## config.mk

```make
export PLATFORM = sky130hd
export DESIGN_NAME = rtc_timer_flat
export DESIGN_NICKNAME = d
export VERILOG_FILES = /design/src/common/mem_pkg.sv /design/src/common/axi_lite_if.sv /design/src/hw/rtc_timer/rtc_timer.sv /design/src/flat_wrapper.sv
export VERILOG_INCLUDE_DIRS = /design/src /design/src/common
export SDC_FILE = /design/constraint.sdc
export NUM_CORES = 1
export LEC_CHECK = 0
export BUFFER_PORTS_ARGS = -buffer_cell sky130_fd_sc_hd__buf_2
export CAP_MARGIN = 20
export CELL_PAD_IN_SITES_DETAIL_PLACEMENT = 1
export CELL_PAD_IN_SITES_GLOBAL_PLACEMENT = 1
export CORE_ASPECT_RATIO = 0.7
export CORE_MARGIN = 4
export CORE_UTILIZATION = 35
export DETAILED_ROUTE_END_ITERATION = 7
export PLACE_DENSITY_LB_ADDON = 0.1
export SKIP_CTS_REPAIR_TIMING = 1
export SLEW_MARGIN = 20
export SYNTH_ARGS = -nofsm -noshare
export SYNTH_HDL_FRONTEND = slang
export SYNTH_SLANG_ARGS = --single-unit
```

## constraint.sdc

```tcl
create_clock -name clock -period 3.3 [get_ports clock]
set_clock_uncertainty 0.2 [all_clocks]
set_input_delay 0.165 -clock clock [delete_from_list [all_inputs] [get_ports clock]]
set_output_delay 0.165 -clock clock [all_outputs]
set_load 0.05 [all_outputs]
```

## src/common/mem_params.svh

```systemverilog
/*
 * widths, SRAM depth, timer address and requester tags
 * SRAM depth must be a power of two, addresses wrap modulo the depth
 * timer occupies exactly two words at MEM_RTC_ADDR and MEM_RTC_ADDR+4
 */
`ifndef MEM_PARAMS_SVH
`define MEM_PARAMS_SVH

`define MEM_ADDR_W 32
`define MEM_DATA_W 32
`define MEM_STRB_W (`MEM_DATA_W / 8)
`define MEM_ID_W 4

// word count of the SRAM
`define MEM_SRAM_WORDS 256

// low word of the real-time counter, high word follows at +4
`define MEM_RTC_ADDR 32'ha000_0048

// tags carried on ar_id / aw_id
`define MEM_ID_FETCH 4'h1
`define MEM_ID_DATA 4'h2

`endif

```

## src/common/mem_pkg.sv

```systemverilog
/*
 * shared types of the memory subsystem
 * response codes follow AXI, only single-beat sizes up to one word
 */
`default_nettype none

package mem_pkg;

	// AXI response codes
	typedef enum logic [1:0] {
		OKAY   = 2'b00,
		EXOKAY = 2'b01,
		SLVERR = 2'b10,
		DECERR = 2'b11
	} resp_t;

	// bytes per beat as log2, nothing wider than the data bus
	typedef enum logic [2:0] {
		SIZE_1B = 3'd0,
		SIZE_2B = 3'd1,
		SIZE_4B = 3'd2
	} size_t;

	// target of the granted transaction
	typedef enum logic {
		DEV_SRAM = 1'b0,
		DEV_RTC  = 1'b1
	} device_t;

	// arbiter FSM
	typedef enum logic [1:0] {
		IDLE      = 2'd0,
		BUSY_DATA = 2'd1, // load/store port owns the bus
		BUSY_INST = 2'd2  // fetch port owns the bus
	} arb_state_t;

endpackage

`default_nettype wire

```

## src/common/axi_lite_if.sv

```systemverilog
/*
 * single-beat AXI channel set, no bursts, no last
 * ids only tag the requester, they never route responses
 */
`default_nettype none
`include "mem_params.svh"

interface axi_lite_if import mem_pkg::*; ();

	// read address
	logic [`MEM_ADDR_W-1:0] ar_addr;
	logic [`MEM_ID_W-1:0]   ar_id;
	size_t                  ar_size;
	logic                   ar_valid;
	logic                   ar_ready;

	// read data
	logic [`MEM_DATA_W-1:0] r_data;
	resp_t                  r_resp;
	logic                   r_valid;
	logic                   r_ready;

	// write address
	logic [`MEM_ADDR_W-1:0] aw_addr;
	logic [`MEM_ID_W-1:0]   aw_id;
	size_t                  aw_size;
	logic                   aw_valid;
	logic                   aw_ready;

	// write data
	logic [`MEM_DATA_W-1:0] w_data;
	logic [`MEM_STRB_W-1:0] w_strb;
	logic                   w_valid;
	logic                   w_ready;

	// write response
	resp_t                  b_resp;
	logic                   b_valid;
	logic                   b_ready;

	modport manager (
		output ar_addr, ar_id, ar_size, ar_valid, input ar_ready,
		input r_data, r_resp, r_valid, output r_ready,
		output aw_addr, aw_id, aw_size, aw_valid, input aw_ready,
		output w_data, w_strb, w_valid, input w_ready,
		input b_resp, b_valid, output b_ready
	);

	modport subordinate (
		input ar_addr, ar_id, ar_size, ar_valid, output ar_ready,
		output r_data, r_resp, r_valid, input r_ready,
		input aw_addr, aw_id, aw_size, aw_valid, output aw_ready,
		input w_data, w_strb, w_valid, output w_ready,
		output b_resp, b_valid, input b_ready
	);

endinterface

`default_nettype wire

```

## src/hw/rtc_timer/rtc_timer.sv

```systemverilog
/*
 * 64-bit cycle counter read as two words, low word first
 * reading the low word latches the high word for a later high read
 * writes are refused with SLVERR and leave the counter alone
 */
`default_nettype none
`include "mem_params.svh"

module rtc_timer import mem_pkg::*; (
	input wire              clock,
	input wire              reset,
	axi_lite_if.subordinate bus_s
);

	logic [63:0]            count;
	logic [31:0]            hi_snap;
	logic [`MEM_DATA_W-1:0] rd_data_q;
	logic                   r_valid_q, b_valid_q;
	logic                   free, rd_fire, wr_fire;

	assign free    = ~r_valid_q & ~b_valid_q;
	assign wr_fire = free & bus_s.aw_valid & bus_s.w_valid;
	assign rd_fire = free & bus_s.ar_valid & ~wr_fire;

	assign bus_s.ar_ready = free;
	assign bus_s.aw_ready = free;
	assign bus_s.w_ready  = free;
	assign bus_s.r_data   = rd_data_q;
	assign bus_s.r_resp   = OKAY;
	assign bus_s.r_valid  = r_valid_q;
	assign bus_s.b_resp   = SLVERR; // counter is read-only
	assign bus_s.b_valid  = b_valid_q;

	always_ff @(posedge clock) begin
		if (reset) begin
			count     <= '0;
			r_valid_q <= 1'b0;
			b_valid_q <= 1'b0;
		end else begin
			count <= count + 64'd1;
			if (rd_fire) begin
				r_valid_q <= 1'b1;
			end else if (bus_s.r_ready) begin
				r_valid_q <= 1'b0;
			end
			if (wr_fire) begin
				b_valid_q <= 1'b1;
			end else if (bus_s.b_ready) begin
				b_valid_q <= 1'b0;
			end
		end
	end

	// bit 2 picks the word, the crossbar only routes the two timer addresses here
	always_ff @(posedge clock) begin
		if (rd_fire) begin
			if (bus_s.ar_addr[2]) begin
				rd_data_q <= hi_snap;
			end else begin
				rd_data_q <= count[31:0];
				hi_snap   <= count[63:32];
			end
		end
	end

endmodule

`default_nettype wire

```

## src/flat_wrapper.sv

```systemverilog
// flat-port wrapper written by rule: the top's interface ports become plain ports
module rtc_timer_flat import mem_pkg::*;
  (clock, reset, bus_s_ar_addr, bus_s_ar_id, bus_s_ar_size, bus_s_ar_valid, bus_s_ar_ready, bus_s_r_data, bus_s_r_resp, bus_s_r_valid, bus_s_r_ready, bus_s_aw_addr, bus_s_aw_id, bus_s_aw_size, bus_s_aw_valid, bus_s_aw_ready, bus_s_w_data, bus_s_w_strb, bus_s_w_valid, bus_s_w_ready, bus_s_b_resp, bus_s_b_valid, bus_s_b_ready);
  axi_lite_if bus_s_i ();
  input wire clock;
  input wire reset;
  input wire logic [$bits(bus_s_i.ar_addr)-1:0] bus_s_ar_addr;
  input wire logic [$bits(bus_s_i.ar_id)-1:0] bus_s_ar_id;
  input wire logic [$bits(bus_s_i.ar_size)-1:0] bus_s_ar_size;
  input wire logic [$bits(bus_s_i.ar_valid)-1:0] bus_s_ar_valid;
  output wire logic [$bits(bus_s_i.ar_ready)-1:0] bus_s_ar_ready;
  output wire logic [$bits(bus_s_i.r_data)-1:0] bus_s_r_data;
  output wire logic [$bits(bus_s_i.r_resp)-1:0] bus_s_r_resp;
  output wire logic [$bits(bus_s_i.r_valid)-1:0] bus_s_r_valid;
  input wire logic [$bits(bus_s_i.r_ready)-1:0] bus_s_r_ready;
  input wire logic [$bits(bus_s_i.aw_addr)-1:0] bus_s_aw_addr;
  input wire logic [$bits(bus_s_i.aw_id)-1:0] bus_s_aw_id;
  input wire logic [$bits(bus_s_i.aw_size)-1:0] bus_s_aw_size;
  input wire logic [$bits(bus_s_i.aw_valid)-1:0] bus_s_aw_valid;
  output wire logic [$bits(bus_s_i.aw_ready)-1:0] bus_s_aw_ready;
  input wire logic [$bits(bus_s_i.w_data)-1:0] bus_s_w_data;
  input wire logic [$bits(bus_s_i.w_strb)-1:0] bus_s_w_strb;
  input wire logic [$bits(bus_s_i.w_valid)-1:0] bus_s_w_valid;
  output wire logic [$bits(bus_s_i.w_ready)-1:0] bus_s_w_ready;
  output wire logic [$bits(bus_s_i.b_resp)-1:0] bus_s_b_resp;
  output wire logic [$bits(bus_s_i.b_valid)-1:0] bus_s_b_valid;
  input wire logic [$bits(bus_s_i.b_ready)-1:0] bus_s_b_ready;
  assign bus_s_i.ar_addr = bus_s_ar_addr;
  assign bus_s_i.ar_id = bus_s_ar_id;
  assign bus_s_i.ar_size = bus_s_ar_size;
  assign bus_s_i.ar_valid = bus_s_ar_valid;
  assign bus_s_ar_ready = bus_s_i.ar_ready;
  assign bus_s_r_data = bus_s_i.r_data;
  assign bus_s_r_resp = bus_s_i.r_resp;
  assign bus_s_r_valid = bus_s_i.r_valid;
  assign bus_s_i.r_ready = bus_s_r_ready;
  assign bus_s_i.aw_addr = bus_s_aw_addr;
  assign bus_s_i.aw_id = bus_s_aw_id;
  assign bus_s_i.aw_size = bus_s_aw_size;
  assign bus_s_i.aw_valid = bus_s_aw_valid;
  assign bus_s_aw_ready = bus_s_i.aw_ready;
  assign bus_s_i.w_data = bus_s_w_data;
  assign bus_s_i.w_strb = bus_s_w_strb;
  assign bus_s_i.w_valid = bus_s_w_valid;
  assign bus_s_w_ready = bus_s_i.w_ready;
  assign bus_s_b_resp = bus_s_i.b_resp;
  assign bus_s_b_valid = bus_s_i.b_valid;
  assign bus_s_i.b_ready = bus_s_b_ready;
  rtc_timer u_core (.clock(clock), .reset(reset), .bus_s(bus_s_i));
endmodule
```

; ---- After elaboration in Yosys (flattened, before gate mapping)
; Index checks and enable logic that the tools add are counted.
[classes]
n_addsub = 1
div = 0
n_mux = 5
n_eq_ne = 0
order_cmp = 0
bitwise = 9
shifts = 0
reduce_logical = 3
n_mul = 0
[op_table]
columns = operator, count
row1 = $add 64x1->64 const B, 1
row2 = $mux 32, 1
row3 = $and 1x1->1, 5
row4 = $mux 1, 4
row5 = $not 1->1, 4
row6 = $reduce_bool 2->1, 2
row7 = $reduce_and 2->1, 1
[word_totals]
register_bits = 130
ramBits = 0
in_bits = 121
memories = 0
elab_cells = 23
mem_bits_ro = 0
latchBits = 0

; ---- Depth between registers and ports, before layout
[depth]
ltp_word = 7
mapped_depth = 7
ltp_nobuf = 6

; ---- Worst setup path after synthesis
; OpenSTA, ideal clock, no wires.
[synth_timing]
path_kind = register to register
from = reg u_core.b_valid_q, in the netlist u_core.bus_s.b_valid
to = reg u_core.hi_snap[0] (enable)
arrival_ps = 2968
stages_incl_launch_ff = 4
setup_ps = 421
setup_slack_ps = -289
path_cell_list = dfxtp_1 -> nor2_1 -> nand3_1 -> nor2_1
[synth_via]
elab_chain_len = 7
word_cells_on_any_way = 8
classes_between = bitwise: 7 / reduce/logical: 1
[synth_lines]
columns = item, line
row1 = from (decl), rtc_timer.sv:18  ; logic r_valid_q, b_valid_q;
row2 = from (signal assigned), rtc_timer.sv:38  ; b_valid_q <= 1'b0;
row3 = from (signal assigned), rtc_timer.sv:47  ; b_valid_q <= 1'b1;
row4 = from (signal assigned), rtc_timer.sv:49  ; b_valid_q <= 1'b0;
row5 = $not 1->1 *, rtc_timer.sv:21  ; assign free = ~r_valid_q & ~b_valid_q;
row6 = $and 1x1->1 *, rtc_timer.sv:21
row7 = named net bus_s_ar_ready, flat_wrapper.sv:11  ; output wire logic [$bits(bus_s_i.ar_ready)-1:0] bus_s_ar_ready;
row8 = $and 1x1->1 (2 in a row), rtc_timer.sv:22  ; assign wr_fire = free & bus_s.aw_valid & bus_s.w_valid;
row9 = $not 1->1, rtc_timer.sv:23  ; assign rd_fire = free & bus_s.ar_valid & ~wr_fire;
row10 = $and 1x1->1 *, rtc_timer.sv:23
row11 = $reduce_and 2->1 (no line) *, -
row12 = to (signal assigned), rtc_timer.sv:61  ; hi_snap <= count[63:32];
row13 = to (decl), rtc_timer.sv:16  ; logic [31:0] hi_snap;
; Mark *: on every way through the listed nets, which the timed path passes. The rest lies on a longest branch.
; A chain may end at the register's enable or synchronous reset.

; ---- Worst setup path after layout
[layout_timing]
from = reg u_core.count[17]
to = reg u_core.count[50]
[layout_via]
elab_chain_len = 1
[layout_lines]
columns = item, line
row1 = from (decl), rtc_timer.sv:15  ; logic [63:0] count;
row2 = from (signal assigned), rtc_timer.sv:40  ; count <= count + 64'd1;
row3 = $add 64x1->64, rtc_timer.sv:40
; Every way passes these cells.

==> parameters.txt <==
Parameter                              Value

Logic synthesis
  Post-synth EDFFs ... 64
  Yosys top cell by area ... edfxtp_1
  Synth Cell Area ... 5369 µm²
  Syn avg cell area ... 11.42 µm²
  Post-synthesis sequential area ratio ... 0.6041
  Cell types occupying the most area after synthesis ... edfxtp_1 36%, dfxtp_1 25%, mux2_2 6.3%, xor2_1 4.7%, nor2_1 3.8%
  Most frequent cell after synthesis ... dfxtp_1
  Syn Inst Count ... 470
  Synth async-reset ratio ... 0
  Commonest register cell after synthesis ... dfxtp_1
  Yosys warnings ... 0
  Count of cell types in the netlist ... 35
  Most used standard cells in the synthesized netlist ... 66 x dfxtp_1, 64 x edfxtp_1, 54 x nor2_1
  Fraction of post-synthesis cell area in the top cell type by area ... 0.3580
  Synth Register Bits ... 130

Die
  Ports placed on the boundary ... 162
  Floorplan core area ... 14860 µm²
  Rows ... 37
  Die Area ... 17420 µm²
  Horizontal die dimension ... 156.0 µm
  Chip Height ... 111.6 µm
  Initial Util ... 0.3613

Setup path
  Critical path endpoint category ... flop
  Crit Path Category ... flop to flop
  Endpoint arrival time on the critical path ... 2.88 ns
  Ordered list of cells on the worst path ... and4_1 > and4_1 > nand4_1 > or3_1 > a21oi_1
  Crit path buf inv count ... 0
  Worst path most repeated cell ... and4_1
  Max FO, Critical Path ... 10
  Data required time at the worst endpoint ... 3.43 ns
  Top cell family by delay on the critical path ... simple AND/OR/NAND/NOR gates
  Slowest stage cell, crit path ... nand4_1
  Critical path launch point type ... flop
  Delay of the slowest cell on the worst path ... 0.53 ns

Clock tree
  Clk_lat worst skew ... 0.42 ns
  CTS H-tree lvls ... 4
  Clock transition time at the flip-flop clock pins of the worst setup and hold paths ... 0.06 ns
  Clock buffers created by TritonCTS ... 17
  TritonCTS clock tree ... done
  Clock sinks ... 130
  CTS max path bufs ... 2
  CTS Root Buffer Type ... clkbuf_16

Power
  Maximum vdd drop ... 0.3037 mV
  Sequential share of power ... 0.431
  Internal Power ... 3139 µW
  Power Dens Cells ... 626.9 nW/µm²
  Fraction of power consumed by the clock network ... 0.507
  Net switching share of the total power ... 0.2281
  Share of power burned in combinational logic ... 0.061
  Leakage ... 0.002303 µW
  Final Power ... 4067 µW
  Power dissipated by switching net loads ... 927.9 µW

Job
  Max-Cap Viols ... 0

STA
  Period Utilization, post-route ... 0.8314
  Setup_tns ... 0 ns
  Top achievable clock speed ... 0.3645 GHz
  Slew Limit Headroom ... 0.3918
  Hold violation count in the final report ... 0
  Setup repair after global routing missed its margin ... no
  Tightest Pin Transition ... 0.9123 ns
  Total count of max-transition violations in the final report ... 0
  Final Critical Period ... 2.744 ns
  # setup viols final ... 0
  Worst Hold Slack ... 0.08141 ns

Global route
  Initial antenna violation count ... 0
  Largest net degree at the start of global routing ... 36
  All-Layer GR Usage ... 0.1512
  First-pass GRT wire length ... 20430 µm
  Overflow left after global routing ... 0
  Vias in the first global route ... 3831

Route
  Wire length reported by the detailed router ... 12460 µm
  Length of the first detailed-routing pass in iterations ... 4
  Count of nets left with antenna violations after detail routing ... 0
  Via-per-instance ratio ... 5.040
  Number of design-rule violations left by the first detailed-router iteration ... 167
  Vias after detailed routing ... 3689
  Average detailed-routed wire length per instance ... 17.02 µm
  DRC errors left ... 0

Worst hold path
  Class of the tightest hold or removal check ... input pin to flop

Placement
  Cell count after placement ... 696
  Placed instance area ... 5807 µm²
  Dpl hpwl ... 8260 µm
  Count of buffers from port buffering ... 44
  Final weighted congestion in routability-driven placement ... 0.7419

Layout
  Non-filler cells in the finished layout ... 732
  Number of antenna cells inserted ... 0
  P&R area growth vs syn ... 20.83%
  Ratio of cells with drive above 1 in the final layout ... 0.2272
  Final non-filler cell area ... 6487 µm²
  Final Net Count ... 646

Status
  Status ... finished clean
[worst paths after layout]
path	start	depth (start not counted)	endpoint	slack, ns
max	u_core.count[17]	5	u_core.count[50]	0.56
min	reset	2	u_core.count[20]	0.08
min reg2reg	u_core.count[63]	0	u_core.hi_snap[31]	0.27
max reg2reg	u_core.count[17]	5	u_core.count[50]	0.56
[per-stage QoR]
step	utilization	worst slack (ns)
floorplan	-	0.2165
global placement	0.3908	0.5962
detailed placement	0.3908	0.5111
CTS	0.4339	0.4694
global route	0.4366	0.3709
finish	0.4366	0.5565
[cells by family (layout without fill, tap and decap cells)]
family | Yosys count | count (layout) | share of synthesized area
other | 2 | 4 | 0.001399
adder cells (fa/ha/maj) | 1 | 1 | 0.002330
multiplexers | 30 | 30 | 0.06292
AO/OA/AOI/OAI | 44 | 44 | 0.04405
AND/OR/NAND/NOR | 185 | 185 | 0.1867
buffers and inverters | 36 | 101 | 0.03006
flip-flops | 130 | 130 | 0.6041
XOR/XNOR | 42 | 42 | 0.06851
[state kept, by name, summed over array words and instances, names as in the netlist]
| signal | cells |
|---|---|
| u_core.bus_s.r_data | 32 |
| u_core.hi_snap | 32 |
| u_core.bus_s.b_valid | 1 |
| u_core.bus_s.r_valid | 1 |
| u_core.count | 64 |
[cells in the final DEF (no fill, tap or decap), types with 8 or more instances in the layout]
master / count
clkbuf_16: 17
nand4_1: 29
nor2_1: 53
xor2_1: 29
or3_1: 15
buf_4: 8
and3_1: 8
mux2_2: 30
buf_2: 44
a21oi_1: 21
xnor2_1: 13
o21ai_0: 17
nand2_1: 25
edfxtp_1: 64
dfxtp_1: 66
inv_1: 12
nand3_1: 19
[power groups by stage]
| stage | clock (µW) | sequential, µW | combinational, µW |
|---|---|---|---|
| finish | 2060 | 1750 | 250 |
| global route | 2180 | 1760 | 265 |
| floorplan | 0 | 1880 | 94.9 |
| global placement | 0 | 1790 | 249 |
| CTS | 2100 | 1750 | 251 |
| detailed placement | 0 | 1790 | 250 |
[final cells by class]
type | count | area, µm²
multi-input cells | 306 | 1974
inverters | 12 | 45.04
flip-flops and latches | 130 | 3243
fillers | 1591 | 8373
clock buffers | 19 | 432.9
repair buffers | 57 | 340.3
clock inverters | 13 | 207.7
well taps | 195 | 244.0
[per-layer routing]
metal	wire length, µm	part of all wire	vias up	track usage
met3	507	0.041	15	0.03963
met5	0	0	-	0
met2	5355	0.43	62	0.2204
met4	167	0.013	0	0.05948
met1	6426	0.52	1813	0.2143
li1	-	-	1799	-
No activity file was read; power rests on OpenSTA's default activity.
