==> config.mk <==
export PLATFORM = sky130hd
export DESIGN_NAME = axi_xbar_flat
export DESIGN_NICKNAME = d
export VERILOG_FILES = /design/src/common/mem_pkg.sv /design/src/common/axi_lite_if.sv /design/src/hw/axi_xbar/axi_xbar.sv /design/src/flat_wrapper.sv
export VERILOG_INCLUDE_DIRS = /design/src /design/src/common
export SDC_FILE = /design/constraint.sdc
export NUM_CORES = 1
export LEC_CHECK = 0
export ABC_AREA = 1
export BUFFER_PORTS_ARGS = -buffer_cell sky130_fd_sc_hd__buf_2
export CAP_MARGIN = 20
export CORE_AREA = 2 2 186 188
export DETAILED_ROUTE_END_ITERATION = 12
export DIE_AREA = 0 0 188 190
export PLACE_DENSITY = 0.3
export SLEW_MARGIN = 20
export SYNTH_ARGS = -nofsm -noshare
export SYNTH_HDL_FRONTEND = slang
export SYNTH_SLANG_ARGS = --single-unit
==> constraint.sdc <==
create_clock -name vclk -period 0.8
set_input_delay 0.12 -clock vclk [all_inputs]
set_output_delay 0.12 -clock vclk [all_outputs]
set_load 0.01 [all_outputs]
==> src/common/mem_params.svh <==
/*
 * widths, SRAM depth, timer address and requester tags
 * SRAM depth must be a power of two, addresses wrap modulo the depth
 * timer occupies exactly two words at MEM_RTC_ADDR and MEM_RTC_ADDR+4
 */
`ifndef MEM_PARAMS_SVH
`define MEM_PARAMS_SVH

`define MEM_ADDR_W 32
`define MEM_DATA_W 32
`define MEM_STRB_W (`MEM_DATA_W / 8)
`define MEM_ID_W 4

// word count of the SRAM
`define MEM_SRAM_WORDS 256

// low word of the real-time counter, high word follows at +4
`define MEM_RTC_ADDR 32'ha000_0048

// tags carried on ar_id / aw_id
`define MEM_ID_FETCH 4'h1
`define MEM_ID_DATA 4'h2

`endif

==> src/common/mem_pkg.sv <==
/*
 * shared types of the memory subsystem
 * response codes follow AXI, only single-beat sizes up to one word
 */
`default_nettype none

package mem_pkg;

	// AXI response codes
	typedef enum logic [1:0] {
		OKAY   = 2'b00,
		EXOKAY = 2'b01,
		SLVERR = 2'b10,
		DECERR = 2'b11
	} resp_t;

	// bytes per beat as log2, nothing wider than the data bus
	typedef enum logic [2:0] {
		SIZE_1B = 3'd0,
		SIZE_2B = 3'd1,
		SIZE_4B = 3'd2
	} size_t;

	// target of the granted transaction
	typedef enum logic {
		DEV_SRAM = 1'b0,
		DEV_RTC  = 1'b1
	} device_t;

	// arbiter FSM
	typedef enum logic [1:0] {
		IDLE      = 2'd0,
		BUSY_DATA = 2'd1, // load/store port owns the bus
		BUSY_INST = 2'd2  // fetch port owns the bus
	} arb_state_t;

endpackage

`default_nettype wire

==> src/common/axi_lite_if.sv <==
/*
 * single-beat AXI channel set, no bursts, no last
 * ids only tag the requester, they never route responses
 */
`default_nettype none
`include "mem_params.svh"

interface axi_lite_if import mem_pkg::*; ();

	// read address
	logic [`MEM_ADDR_W-1:0] ar_addr;
	logic [`MEM_ID_W-1:0]   ar_id;
	size_t                  ar_size;
	logic                   ar_valid;
	logic                   ar_ready;

	// read data
	logic [`MEM_DATA_W-1:0] r_data;
	resp_t                  r_resp;
	logic                   r_valid;
	logic                   r_ready;

	// write address
	logic [`MEM_ADDR_W-1:0] aw_addr;
	logic [`MEM_ID_W-1:0]   aw_id;
	size_t                  aw_size;
	logic                   aw_valid;
	logic                   aw_ready;

	// write data
	logic [`MEM_DATA_W-1:0] w_data;
	logic [`MEM_STRB_W-1:0] w_strb;
	logic                   w_valid;
	logic                   w_ready;

	// write response
	resp_t                  b_resp;
	logic                   b_valid;
	logic                   b_ready;

	modport manager (
		output ar_addr, ar_id, ar_size, ar_valid, input ar_ready,
		input r_data, r_resp, r_valid, output r_ready,
		output aw_addr, aw_id, aw_size, aw_valid, input aw_ready,
		output w_data, w_strb, w_valid, input w_ready,
		input b_resp, b_valid, output b_ready
	);

	modport subordinate (
		input ar_addr, ar_id, ar_size, ar_valid, output ar_ready,
		output r_data, r_resp, r_valid, input r_ready,
		input aw_addr, aw_id, aw_size, aw_valid, output aw_ready,
		input w_data, w_strb, w_valid, output w_ready,
		output b_resp, b_valid, input b_ready
	);

endinterface

`default_nettype wire

==> src/hw/axi_xbar/axi_xbar.sv <==
/*
 * one manager to two subordinates, steered by the held device select
 * the unselected subordinate sees no valids and no readies
 */
`default_nettype none

module axi_xbar import mem_pkg::*; (
	input  device_t         device_i,
	axi_lite_if.subordinate bus_s,
	axi_lite_if.manager     sram_m,
	axi_lite_if.manager     rtc_m
);

	logic to_rtc;

	assign to_rtc = (device_i == DEV_RTC);

	// payload fans out to both, only valids are steered
	assign sram_m.ar_addr = bus_s.ar_addr;
	assign sram_m.ar_id   = bus_s.ar_id;
	assign sram_m.ar_size = bus_s.ar_size;
	assign sram_m.aw_addr = bus_s.aw_addr;
	assign sram_m.aw_id   = bus_s.aw_id;
	assign sram_m.aw_size = bus_s.aw_size;
	assign sram_m.w_data  = bus_s.w_data;
	assign sram_m.w_strb  = bus_s.w_strb;

	assign rtc_m.ar_addr = bus_s.ar_addr;
	assign rtc_m.ar_id   = bus_s.ar_id;
	assign rtc_m.ar_size = bus_s.ar_size;
	assign rtc_m.aw_addr = bus_s.aw_addr;
	assign rtc_m.aw_id   = bus_s.aw_id;
	assign rtc_m.aw_size = bus_s.aw_size;
	assign rtc_m.w_data  = bus_s.w_data;
	assign rtc_m.w_strb  = bus_s.w_strb;

	assign sram_m.ar_valid = bus_s.ar_valid & ~to_rtc;
	assign sram_m.aw_valid = bus_s.aw_valid & ~to_rtc;
	assign sram_m.w_valid  = bus_s.w_valid & ~to_rtc;
	assign sram_m.r_ready  = bus_s.r_ready & ~to_rtc;
	assign sram_m.b_ready  = bus_s.b_ready & ~to_rtc;

	assign rtc_m.ar_valid = bus_s.ar_valid & to_rtc;
	assign rtc_m.aw_valid = bus_s.aw_valid & to_rtc;
	assign rtc_m.w_valid  = bus_s.w_valid & to_rtc;
	assign rtc_m.r_ready  = bus_s.r_ready & to_rtc;
	assign rtc_m.b_ready  = bus_s.b_ready & to_rtc;

	// return path from the selected one
	assign bus_s.ar_ready = to_rtc ? rtc_m.ar_ready : sram_m.ar_ready;
	assign bus_s.aw_ready = to_rtc ? rtc_m.aw_ready : sram_m.aw_ready;
	assign bus_s.w_ready  = to_rtc ? rtc_m.w_ready : sram_m.w_ready;
	assign bus_s.r_data   = to_rtc ? rtc_m.r_data : sram_m.r_data;
	assign bus_s.r_resp   = to_rtc ? rtc_m.r_resp : sram_m.r_resp;
	assign bus_s.r_valid  = to_rtc ? rtc_m.r_valid : sram_m.r_valid;
	assign bus_s.b_resp   = to_rtc ? rtc_m.b_resp : sram_m.b_resp;
	assign bus_s.b_valid  = to_rtc ? rtc_m.b_valid : sram_m.b_valid;

endmodule

`default_nettype wire

==> src/flat_wrapper.sv <==
// flat-port wrapper written by rule: the top's interface ports become plain ports
module axi_xbar_flat import mem_pkg::*;
  (device_i, bus_s_ar_addr, bus_s_ar_id, bus_s_ar_size, bus_s_ar_valid, bus_s_ar_ready, bus_s_r_data, bus_s_r_resp, bus_s_r_valid, bus_s_r_ready, bus_s_aw_addr, bus_s_aw_id, bus_s_aw_size, bus_s_aw_valid, bus_s_aw_ready, bus_s_w_data, bus_s_w_strb, bus_s_w_valid, bus_s_w_ready, bus_s_b_resp, bus_s_b_valid, bus_s_b_ready, sram_m_ar_addr, sram_m_ar_id, sram_m_ar_size, sram_m_ar_valid, sram_m_ar_ready, sram_m_r_data, sram_m_r_resp, sram_m_r_valid, sram_m_r_ready, sram_m_aw_addr, sram_m_aw_id, sram_m_aw_size, sram_m_aw_valid, sram_m_aw_ready, sram_m_w_data, sram_m_w_strb, sram_m_w_valid, sram_m_w_ready, sram_m_b_resp, sram_m_b_valid, sram_m_b_ready, rtc_m_ar_addr, rtc_m_ar_id, rtc_m_ar_size, rtc_m_ar_valid, rtc_m_ar_ready, rtc_m_r_data, rtc_m_r_resp, rtc_m_r_valid, rtc_m_r_ready, rtc_m_aw_addr, rtc_m_aw_id, rtc_m_aw_size, rtc_m_aw_valid, rtc_m_aw_ready, rtc_m_w_data, rtc_m_w_strb, rtc_m_w_valid, rtc_m_w_ready, rtc_m_b_resp, rtc_m_b_valid, rtc_m_b_ready);
  axi_lite_if bus_s_i ();
  axi_lite_if sram_m_i ();
  axi_lite_if rtc_m_i ();
  input  device_t device_i;
  input wire logic [$bits(bus_s_i.ar_addr)-1:0] bus_s_ar_addr;
  input wire logic [$bits(bus_s_i.ar_id)-1:0] bus_s_ar_id;
  input wire logic [$bits(bus_s_i.ar_size)-1:0] bus_s_ar_size;
  input wire logic [$bits(bus_s_i.ar_valid)-1:0] bus_s_ar_valid;
  output wire logic [$bits(bus_s_i.ar_ready)-1:0] bus_s_ar_ready;
  output wire logic [$bits(bus_s_i.r_data)-1:0] bus_s_r_data;
  output wire logic [$bits(bus_s_i.r_resp)-1:0] bus_s_r_resp;
  output wire logic [$bits(bus_s_i.r_valid)-1:0] bus_s_r_valid;
  input wire logic [$bits(bus_s_i.r_ready)-1:0] bus_s_r_ready;
  input wire logic [$bits(bus_s_i.aw_addr)-1:0] bus_s_aw_addr;
  input wire logic [$bits(bus_s_i.aw_id)-1:0] bus_s_aw_id;
  input wire logic [$bits(bus_s_i.aw_size)-1:0] bus_s_aw_size;
  input wire logic [$bits(bus_s_i.aw_valid)-1:0] bus_s_aw_valid;
  output wire logic [$bits(bus_s_i.aw_ready)-1:0] bus_s_aw_ready;
  input wire logic [$bits(bus_s_i.w_data)-1:0] bus_s_w_data;
  input wire logic [$bits(bus_s_i.w_strb)-1:0] bus_s_w_strb;
  input wire logic [$bits(bus_s_i.w_valid)-1:0] bus_s_w_valid;
  output wire logic [$bits(bus_s_i.w_ready)-1:0] bus_s_w_ready;
  output wire logic [$bits(bus_s_i.b_resp)-1:0] bus_s_b_resp;
  output wire logic [$bits(bus_s_i.b_valid)-1:0] bus_s_b_valid;
  input wire logic [$bits(bus_s_i.b_ready)-1:0] bus_s_b_ready;
  output wire logic [$bits(sram_m_i.ar_addr)-1:0] sram_m_ar_addr;
  output wire logic [$bits(sram_m_i.ar_id)-1:0] sram_m_ar_id;
  output wire logic [$bits(sram_m_i.ar_size)-1:0] sram_m_ar_size;
  output wire logic [$bits(sram_m_i.ar_valid)-1:0] sram_m_ar_valid;
  input wire logic [$bits(sram_m_i.ar_ready)-1:0] sram_m_ar_ready;
  input wire logic [$bits(sram_m_i.r_data)-1:0] sram_m_r_data;
  input wire logic [$bits(sram_m_i.r_resp)-1:0] sram_m_r_resp;
  input wire logic [$bits(sram_m_i.r_valid)-1:0] sram_m_r_valid;
  output wire logic [$bits(sram_m_i.r_ready)-1:0] sram_m_r_ready;
  output wire logic [$bits(sram_m_i.aw_addr)-1:0] sram_m_aw_addr;
  output wire logic [$bits(sram_m_i.aw_id)-1:0] sram_m_aw_id;
  output wire logic [$bits(sram_m_i.aw_size)-1:0] sram_m_aw_size;
  output wire logic [$bits(sram_m_i.aw_valid)-1:0] sram_m_aw_valid;
  input wire logic [$bits(sram_m_i.aw_ready)-1:0] sram_m_aw_ready;
  output wire logic [$bits(sram_m_i.w_data)-1:0] sram_m_w_data;
  output wire logic [$bits(sram_m_i.w_strb)-1:0] sram_m_w_strb;
  output wire logic [$bits(sram_m_i.w_valid)-1:0] sram_m_w_valid;
  input wire logic [$bits(sram_m_i.w_ready)-1:0] sram_m_w_ready;
  input wire logic [$bits(sram_m_i.b_resp)-1:0] sram_m_b_resp;
  input wire logic [$bits(sram_m_i.b_valid)-1:0] sram_m_b_valid;
  output wire logic [$bits(sram_m_i.b_ready)-1:0] sram_m_b_ready;
  output wire logic [$bits(rtc_m_i.ar_addr)-1:0] rtc_m_ar_addr;
  output wire logic [$bits(rtc_m_i.ar_id)-1:0] rtc_m_ar_id;
  output wire logic [$bits(rtc_m_i.ar_size)-1:0] rtc_m_ar_size;
  output wire logic [$bits(rtc_m_i.ar_valid)-1:0] rtc_m_ar_valid;
  input wire logic [$bits(rtc_m_i.ar_ready)-1:0] rtc_m_ar_ready;
  input wire logic [$bits(rtc_m_i.r_data)-1:0] rtc_m_r_data;
  input wire logic [$bits(rtc_m_i.r_resp)-1:0] rtc_m_r_resp;
  input wire logic [$bits(rtc_m_i.r_valid)-1:0] rtc_m_r_valid;
  output wire logic [$bits(rtc_m_i.r_ready)-1:0] rtc_m_r_ready;
  output wire logic [$bits(rtc_m_i.aw_addr)-1:0] rtc_m_aw_addr;
  output wire logic [$bits(rtc_m_i.aw_id)-1:0] rtc_m_aw_id;
  output wire logic [$bits(rtc_m_i.aw_size)-1:0] rtc_m_aw_size;
  output wire logic [$bits(rtc_m_i.aw_valid)-1:0] rtc_m_aw_valid;
  input wire logic [$bits(rtc_m_i.aw_ready)-1:0] rtc_m_aw_ready;
  output wire logic [$bits(rtc_m_i.w_data)-1:0] rtc_m_w_data;
  output wire logic [$bits(rtc_m_i.w_strb)-1:0] rtc_m_w_strb;
  output wire logic [$bits(rtc_m_i.w_valid)-1:0] rtc_m_w_valid;
  input wire logic [$bits(rtc_m_i.w_ready)-1:0] rtc_m_w_ready;
  input wire logic [$bits(rtc_m_i.b_resp)-1:0] rtc_m_b_resp;
  input wire logic [$bits(rtc_m_i.b_valid)-1:0] rtc_m_b_valid;
  output wire logic [$bits(rtc_m_i.b_ready)-1:0] rtc_m_b_ready;
  assign bus_s_i.ar_addr = bus_s_ar_addr;
  assign bus_s_i.ar_id = bus_s_ar_id;
  assign bus_s_i.ar_size = bus_s_ar_size;
  assign bus_s_i.ar_valid = bus_s_ar_valid;
  assign bus_s_ar_ready = bus_s_i.ar_ready;
  assign bus_s_r_data = bus_s_i.r_data;
  assign bus_s_r_resp = bus_s_i.r_resp;
  assign bus_s_r_valid = bus_s_i.r_valid;
  assign bus_s_i.r_ready = bus_s_r_ready;
  assign bus_s_i.aw_addr = bus_s_aw_addr;
  assign bus_s_i.aw_id = bus_s_aw_id;
  assign bus_s_i.aw_size = bus_s_aw_size;
  assign bus_s_i.aw_valid = bus_s_aw_valid;
  assign bus_s_aw_ready = bus_s_i.aw_ready;
  assign bus_s_i.w_data = bus_s_w_data;
  assign bus_s_i.w_strb = bus_s_w_strb;
  assign bus_s_i.w_valid = bus_s_w_valid;
  assign bus_s_w_ready = bus_s_i.w_ready;
  assign bus_s_b_resp = bus_s_i.b_resp;
  assign bus_s_b_valid = bus_s_i.b_valid;
  assign bus_s_i.b_ready = bus_s_b_ready;
  assign sram_m_ar_addr = sram_m_i.ar_addr;
  assign sram_m_ar_id = sram_m_i.ar_id;
  assign sram_m_ar_size = sram_m_i.ar_size;
  assign sram_m_ar_valid = sram_m_i.ar_valid;
  assign sram_m_i.ar_ready = sram_m_ar_ready;
  assign sram_m_i.r_data = sram_m_r_data;
  assign sram_m_i.r_resp = sram_m_r_resp;
  assign sram_m_i.r_valid = sram_m_r_valid;
  assign sram_m_r_ready = sram_m_i.r_ready;
  assign sram_m_aw_addr = sram_m_i.aw_addr;
  assign sram_m_aw_id = sram_m_i.aw_id;
  assign sram_m_aw_size = sram_m_i.aw_size;
  assign sram_m_aw_valid = sram_m_i.aw_valid;
  assign sram_m_i.aw_ready = sram_m_aw_ready;
  assign sram_m_w_data = sram_m_i.w_data;
  assign sram_m_w_strb = sram_m_i.w_strb;
  assign sram_m_w_valid = sram_m_i.w_valid;
  assign sram_m_i.w_ready = sram_m_w_ready;
  assign sram_m_i.b_resp = sram_m_b_resp;
  assign sram_m_i.b_valid = sram_m_b_valid;
  assign sram_m_b_ready = sram_m_i.b_ready;
  assign rtc_m_ar_addr = rtc_m_i.ar_addr;
  assign rtc_m_ar_id = rtc_m_i.ar_id;
  assign rtc_m_ar_size = rtc_m_i.ar_size;
  assign rtc_m_ar_valid = rtc_m_i.ar_valid;
  assign rtc_m_i.ar_ready = rtc_m_ar_ready;
  assign rtc_m_i.r_data = rtc_m_r_data;
  assign rtc_m_i.r_resp = rtc_m_r_resp;
  assign rtc_m_i.r_valid = rtc_m_r_valid;
  assign rtc_m_r_ready = rtc_m_i.r_ready;
  assign rtc_m_aw_addr = rtc_m_i.aw_addr;
  assign rtc_m_aw_id = rtc_m_i.aw_id;
  assign rtc_m_aw_size = rtc_m_i.aw_size;
  assign rtc_m_aw_valid = rtc_m_i.aw_valid;
  assign rtc_m_i.aw_ready = rtc_m_aw_ready;
  assign rtc_m_w_data = rtc_m_i.w_data;
  assign rtc_m_w_strb = rtc_m_i.w_strb;
  assign rtc_m_w_valid = rtc_m_i.w_valid;
  assign rtc_m_i.w_ready = rtc_m_w_ready;
  assign rtc_m_i.b_resp = rtc_m_b_resp;
  assign rtc_m_i.b_valid = rtc_m_b_valid;
  assign rtc_m_b_ready = rtc_m_i.b_ready;
  axi_xbar u_core (.device_i(device_i), .bus_s(bus_s_i), .sram_m(sram_m_i), .rtc_m(rtc_m_i));
endmodule
# [Yosys cells after proc, flatten, opt, wreduce, memory -nomap -nowiden]
# Cells that the tools add are included.
[classes] n_mux=8 n_bitwise=11
[ops] op="$mux 32" count=1
[ops] op="$and 1x1->1" count=10
[ops] op="$mux 1" count=5
[ops] op="$mux 2" count=2
[ops] op="$not 1->1" count=1
[word_totals] regBits=0 in_bits=202 output_inout_bits=279

# [Longest topological paths before layout]
[logic_depth] depth_word=2 ltp_mapped=5 depth_no_buf=3

# [Worst setup path after synthesis]
# OpenSTA, ideal clock, no wires.
[synth_timing] path_type="input port to output port" start="input device_i" end="output bus_s_ar_ready" t_arrival_ps=569 required_time_ps=680 setup_slack_ps=111 cell_stages=5 cell_sequence="buf_6 -> inv_8 -> buf_12 -> nand2_2 -> nand2_1"
[synth_between] elab_chain_len=1
[synth_lines] item="start: declaration" line_no="flat_wrapper.sv:7" rtl="input device_t device_i;"
[synth_lines] item="$mux 1" line_no="axi_xbar.sv:50" rtl="assign bus_s.ar_ready = to_rtc ? rtc_m.ar_ready : sram_m.ar_ready;"
[synth_lines] item="end: declaration" line_no="flat_wrapper.sv:12" rtl="output wire logic [$bits(bus_s_i.ar_ready)-1:0] bus_s_ar_ready;"
# Every way passes these cells.

# [Final worst setup path]
[layout_timing] start="input device_i" end="output bus_s_r_data[5]"
[layout_between] elab_chain_len=1
[layout_lines] item="$mux 32" line_no="axi_xbar.sv:53" rtl="assign bus_s.r_data = to_rtc ? rtc_m.r_data : sram_m.r_data;"
[layout_lines] item="end: declaration" line_no="flat_wrapper.sv:13" rtl="output wire logic [$bits(bus_s_i.r_data)-1:0] bus_s_r_data;"
# Every way passes these cells.

==> metrics.cfg <==
[cells_and_area]
final_nets = 496
final_common_cell = buf_2
drive_above_1_share_pct = 66.8
nFillCells = 4075
layout_common_cells = buf_2, nand2_1, nand2_2
nFlopsAndLatches = 0
final_cells = 747
clkbuf_count = 0
area.growth.synth_to_final_pct = -8.72
seq_area_um2 = 0
n_antenna_cell = 0

[grt]
grt_pass1_vias = 1629
grt_pass1_wl_mm = 11.0
track_usage_pct = 4.18
overflow = 0
antenna_found_initial = 0
grt_max_degree = 31

[die]
dieArea_um2 = 35700
ioPinCount = 481
start_util_pct = 7.22
coreArea_um2 = 33900
rows = 68
die_y_um = 190
die_w_um = 188

[route]
vias_per_cell = 2.18
vias = 1630
ant_nets = 0
drtPass1Iterations = 4
drc = 0
drtIter0Drc = 67
avgRoutedWirePerCell_um = 11.2
wl_mm = 8.40

[synth]
ys_seq_area_share_pct = 0
yosysTopAreaCell = buf_4
syn_avg_cell_area_um2 = 6.42
yosys_warnings = 0
synth_fp_nets = 584
synth.distinct_cells = 10
synthCells = 382
synth.top_cells.by_area = buf_4, nand2_1, nand2_2
synth_top_area_share_pct = 70.1
netlist_area_um2 = 2450

[cts]
postCtsHoldBufs = 0

[timing]
hold_ws_ns = 0.240
fmax_mhz = 1180
fin_ws_ns = -0.0503
rsz0062_at_grt = true
period_needed_ns = 0.850
setup_viol = 40
hold_violations = 0
slew_violations = 0
maxSlewHeadroom_pct = 90.5
period_share_pct = 106
tightest_slew_ns = 0.142

[critical_path]
critPathRequiredTime_ns = 0.68
critPathSlowestCell = buf_16
cp_cell_sequence = buf_12, clkinv_16, buf_16, nand2_4, nand2_4, buf_6
crit_path_start_kind = primary input
cp_data_arrival_time_ns = 0.73
worstSetupPathType = in2out
worst_path_most_repeated_cell = nand2_4
cp-end-kind = output port
cp_max_fo = 8
slowest_delay_ns = 0.16

[pwr]
swShare_pct = 50.4
clkPwrFrac_pct = 0
p_int_uw = 515
p_leak_uw = 0.00119
power_frac_seq_pct = 0
p_sw_uw = 524
peakVddDrop_mv = 0.0969
power_density_nw_per_um2 = 464
comb_power_share_pct = 100.0

[placement]
dpl.cell_count = 745
io_buffers = 139
gp_congestion = 0.598
dp_hpwl_mm = 6.91

[worst_hold_path]
min_path_type = in2out

[status]
status = complete, but fails checks
violations = negative setup slack

[job]
max-cap-violations = 0

[final cells by class]
class	instances	area, um2	area share, %
Inverter	11	67.6	3.02
Multi-Input combinational cell	133	679	30.4
Tap cell	455	569	25.4
Timing Repair Buffer	148	922	41.2
[per-stage QoR]
stage	instance area, um2	setup TNS [ns]	total power, uW	util, %	setup slack (ns)
CTS	2120	-2.67	1000	6.25	-0.129
global route	2240	-2.81	1160	6.59	-0.103
global placement	1960	-6.45	890	5.78	-0.178
finish	2240	-0.825	1040	6.59	-0.0503
floorplan	2450	0	1590	-	0.111
detailed placement	1960	-6.51	886	5.78	-0.184
[cells by family after synthesis]
kind of cell / Yosys count / synth area share (%)
AND/OR/NAND/NOR: 133 / 22.8
buffers and inverters: 249 / 77.2
[cells in the mapped netlist]
| cell type | instances |
|---|---|
| buf_12 | 2 |
| buf_4 | 229 |
| buf_6 | 5 |
| buf_8 | 1 |
| clkbuf_8 | 1 |
| inv_1 | 10 |
| inv_8 | 1 |
| nand2_1 | 104 |
| nand2_2 | 24 |
| nor2_1 | 5 |
[final timing paths]
check | from | end | slack [ns] | depth (start not counted)
max | device_i | bus_s_r_data[5] | -0.05 | 6
min | bus_s_ar_addr[7] | sram_m_ar_addr[7] | 0.24 | 0
[critical path, delay by kind of cell]
kind | cells | cell delay (ns)
and+or+nand+nor | 2 | 0.11
buffers and inverters | 4 | 0.47
[what timing repair did]
item | CTS | global route
setup buffers | 2 | 0
pin swaps | 2 | 1
endpoints found under the setup margin | 51 | 45
gates cloned | 2 | 0
resized for setup | 18 | 42
hold endpoints to repair | 0 | 0
[power groups by stage]
| stage | Combinational (uW) | Clock [uW] | Sequential (uW) |
|---|---|---|---|
| final | 1040 | 0 | 0 |
| after global routing | 1160 | 0 | 0 |
| after CTS | 1000 | 0 | 0 |
| after detailed placement | 886 | 0 | 0 |
| after global placement | 890 | 0 | 0 |
| after floorplan | 1590 | 0 | 0 |
[metal layers]
metal,vias up,global-route usage [%],share of wire [%]
li1,718,-,-
met4,0,4.39,11
met3,98,2.84,18
met2,207,6.53,44
met5,-,0,0
met1,607,3.40,27
No activity file was read; power rests on OpenSTA's default activity.
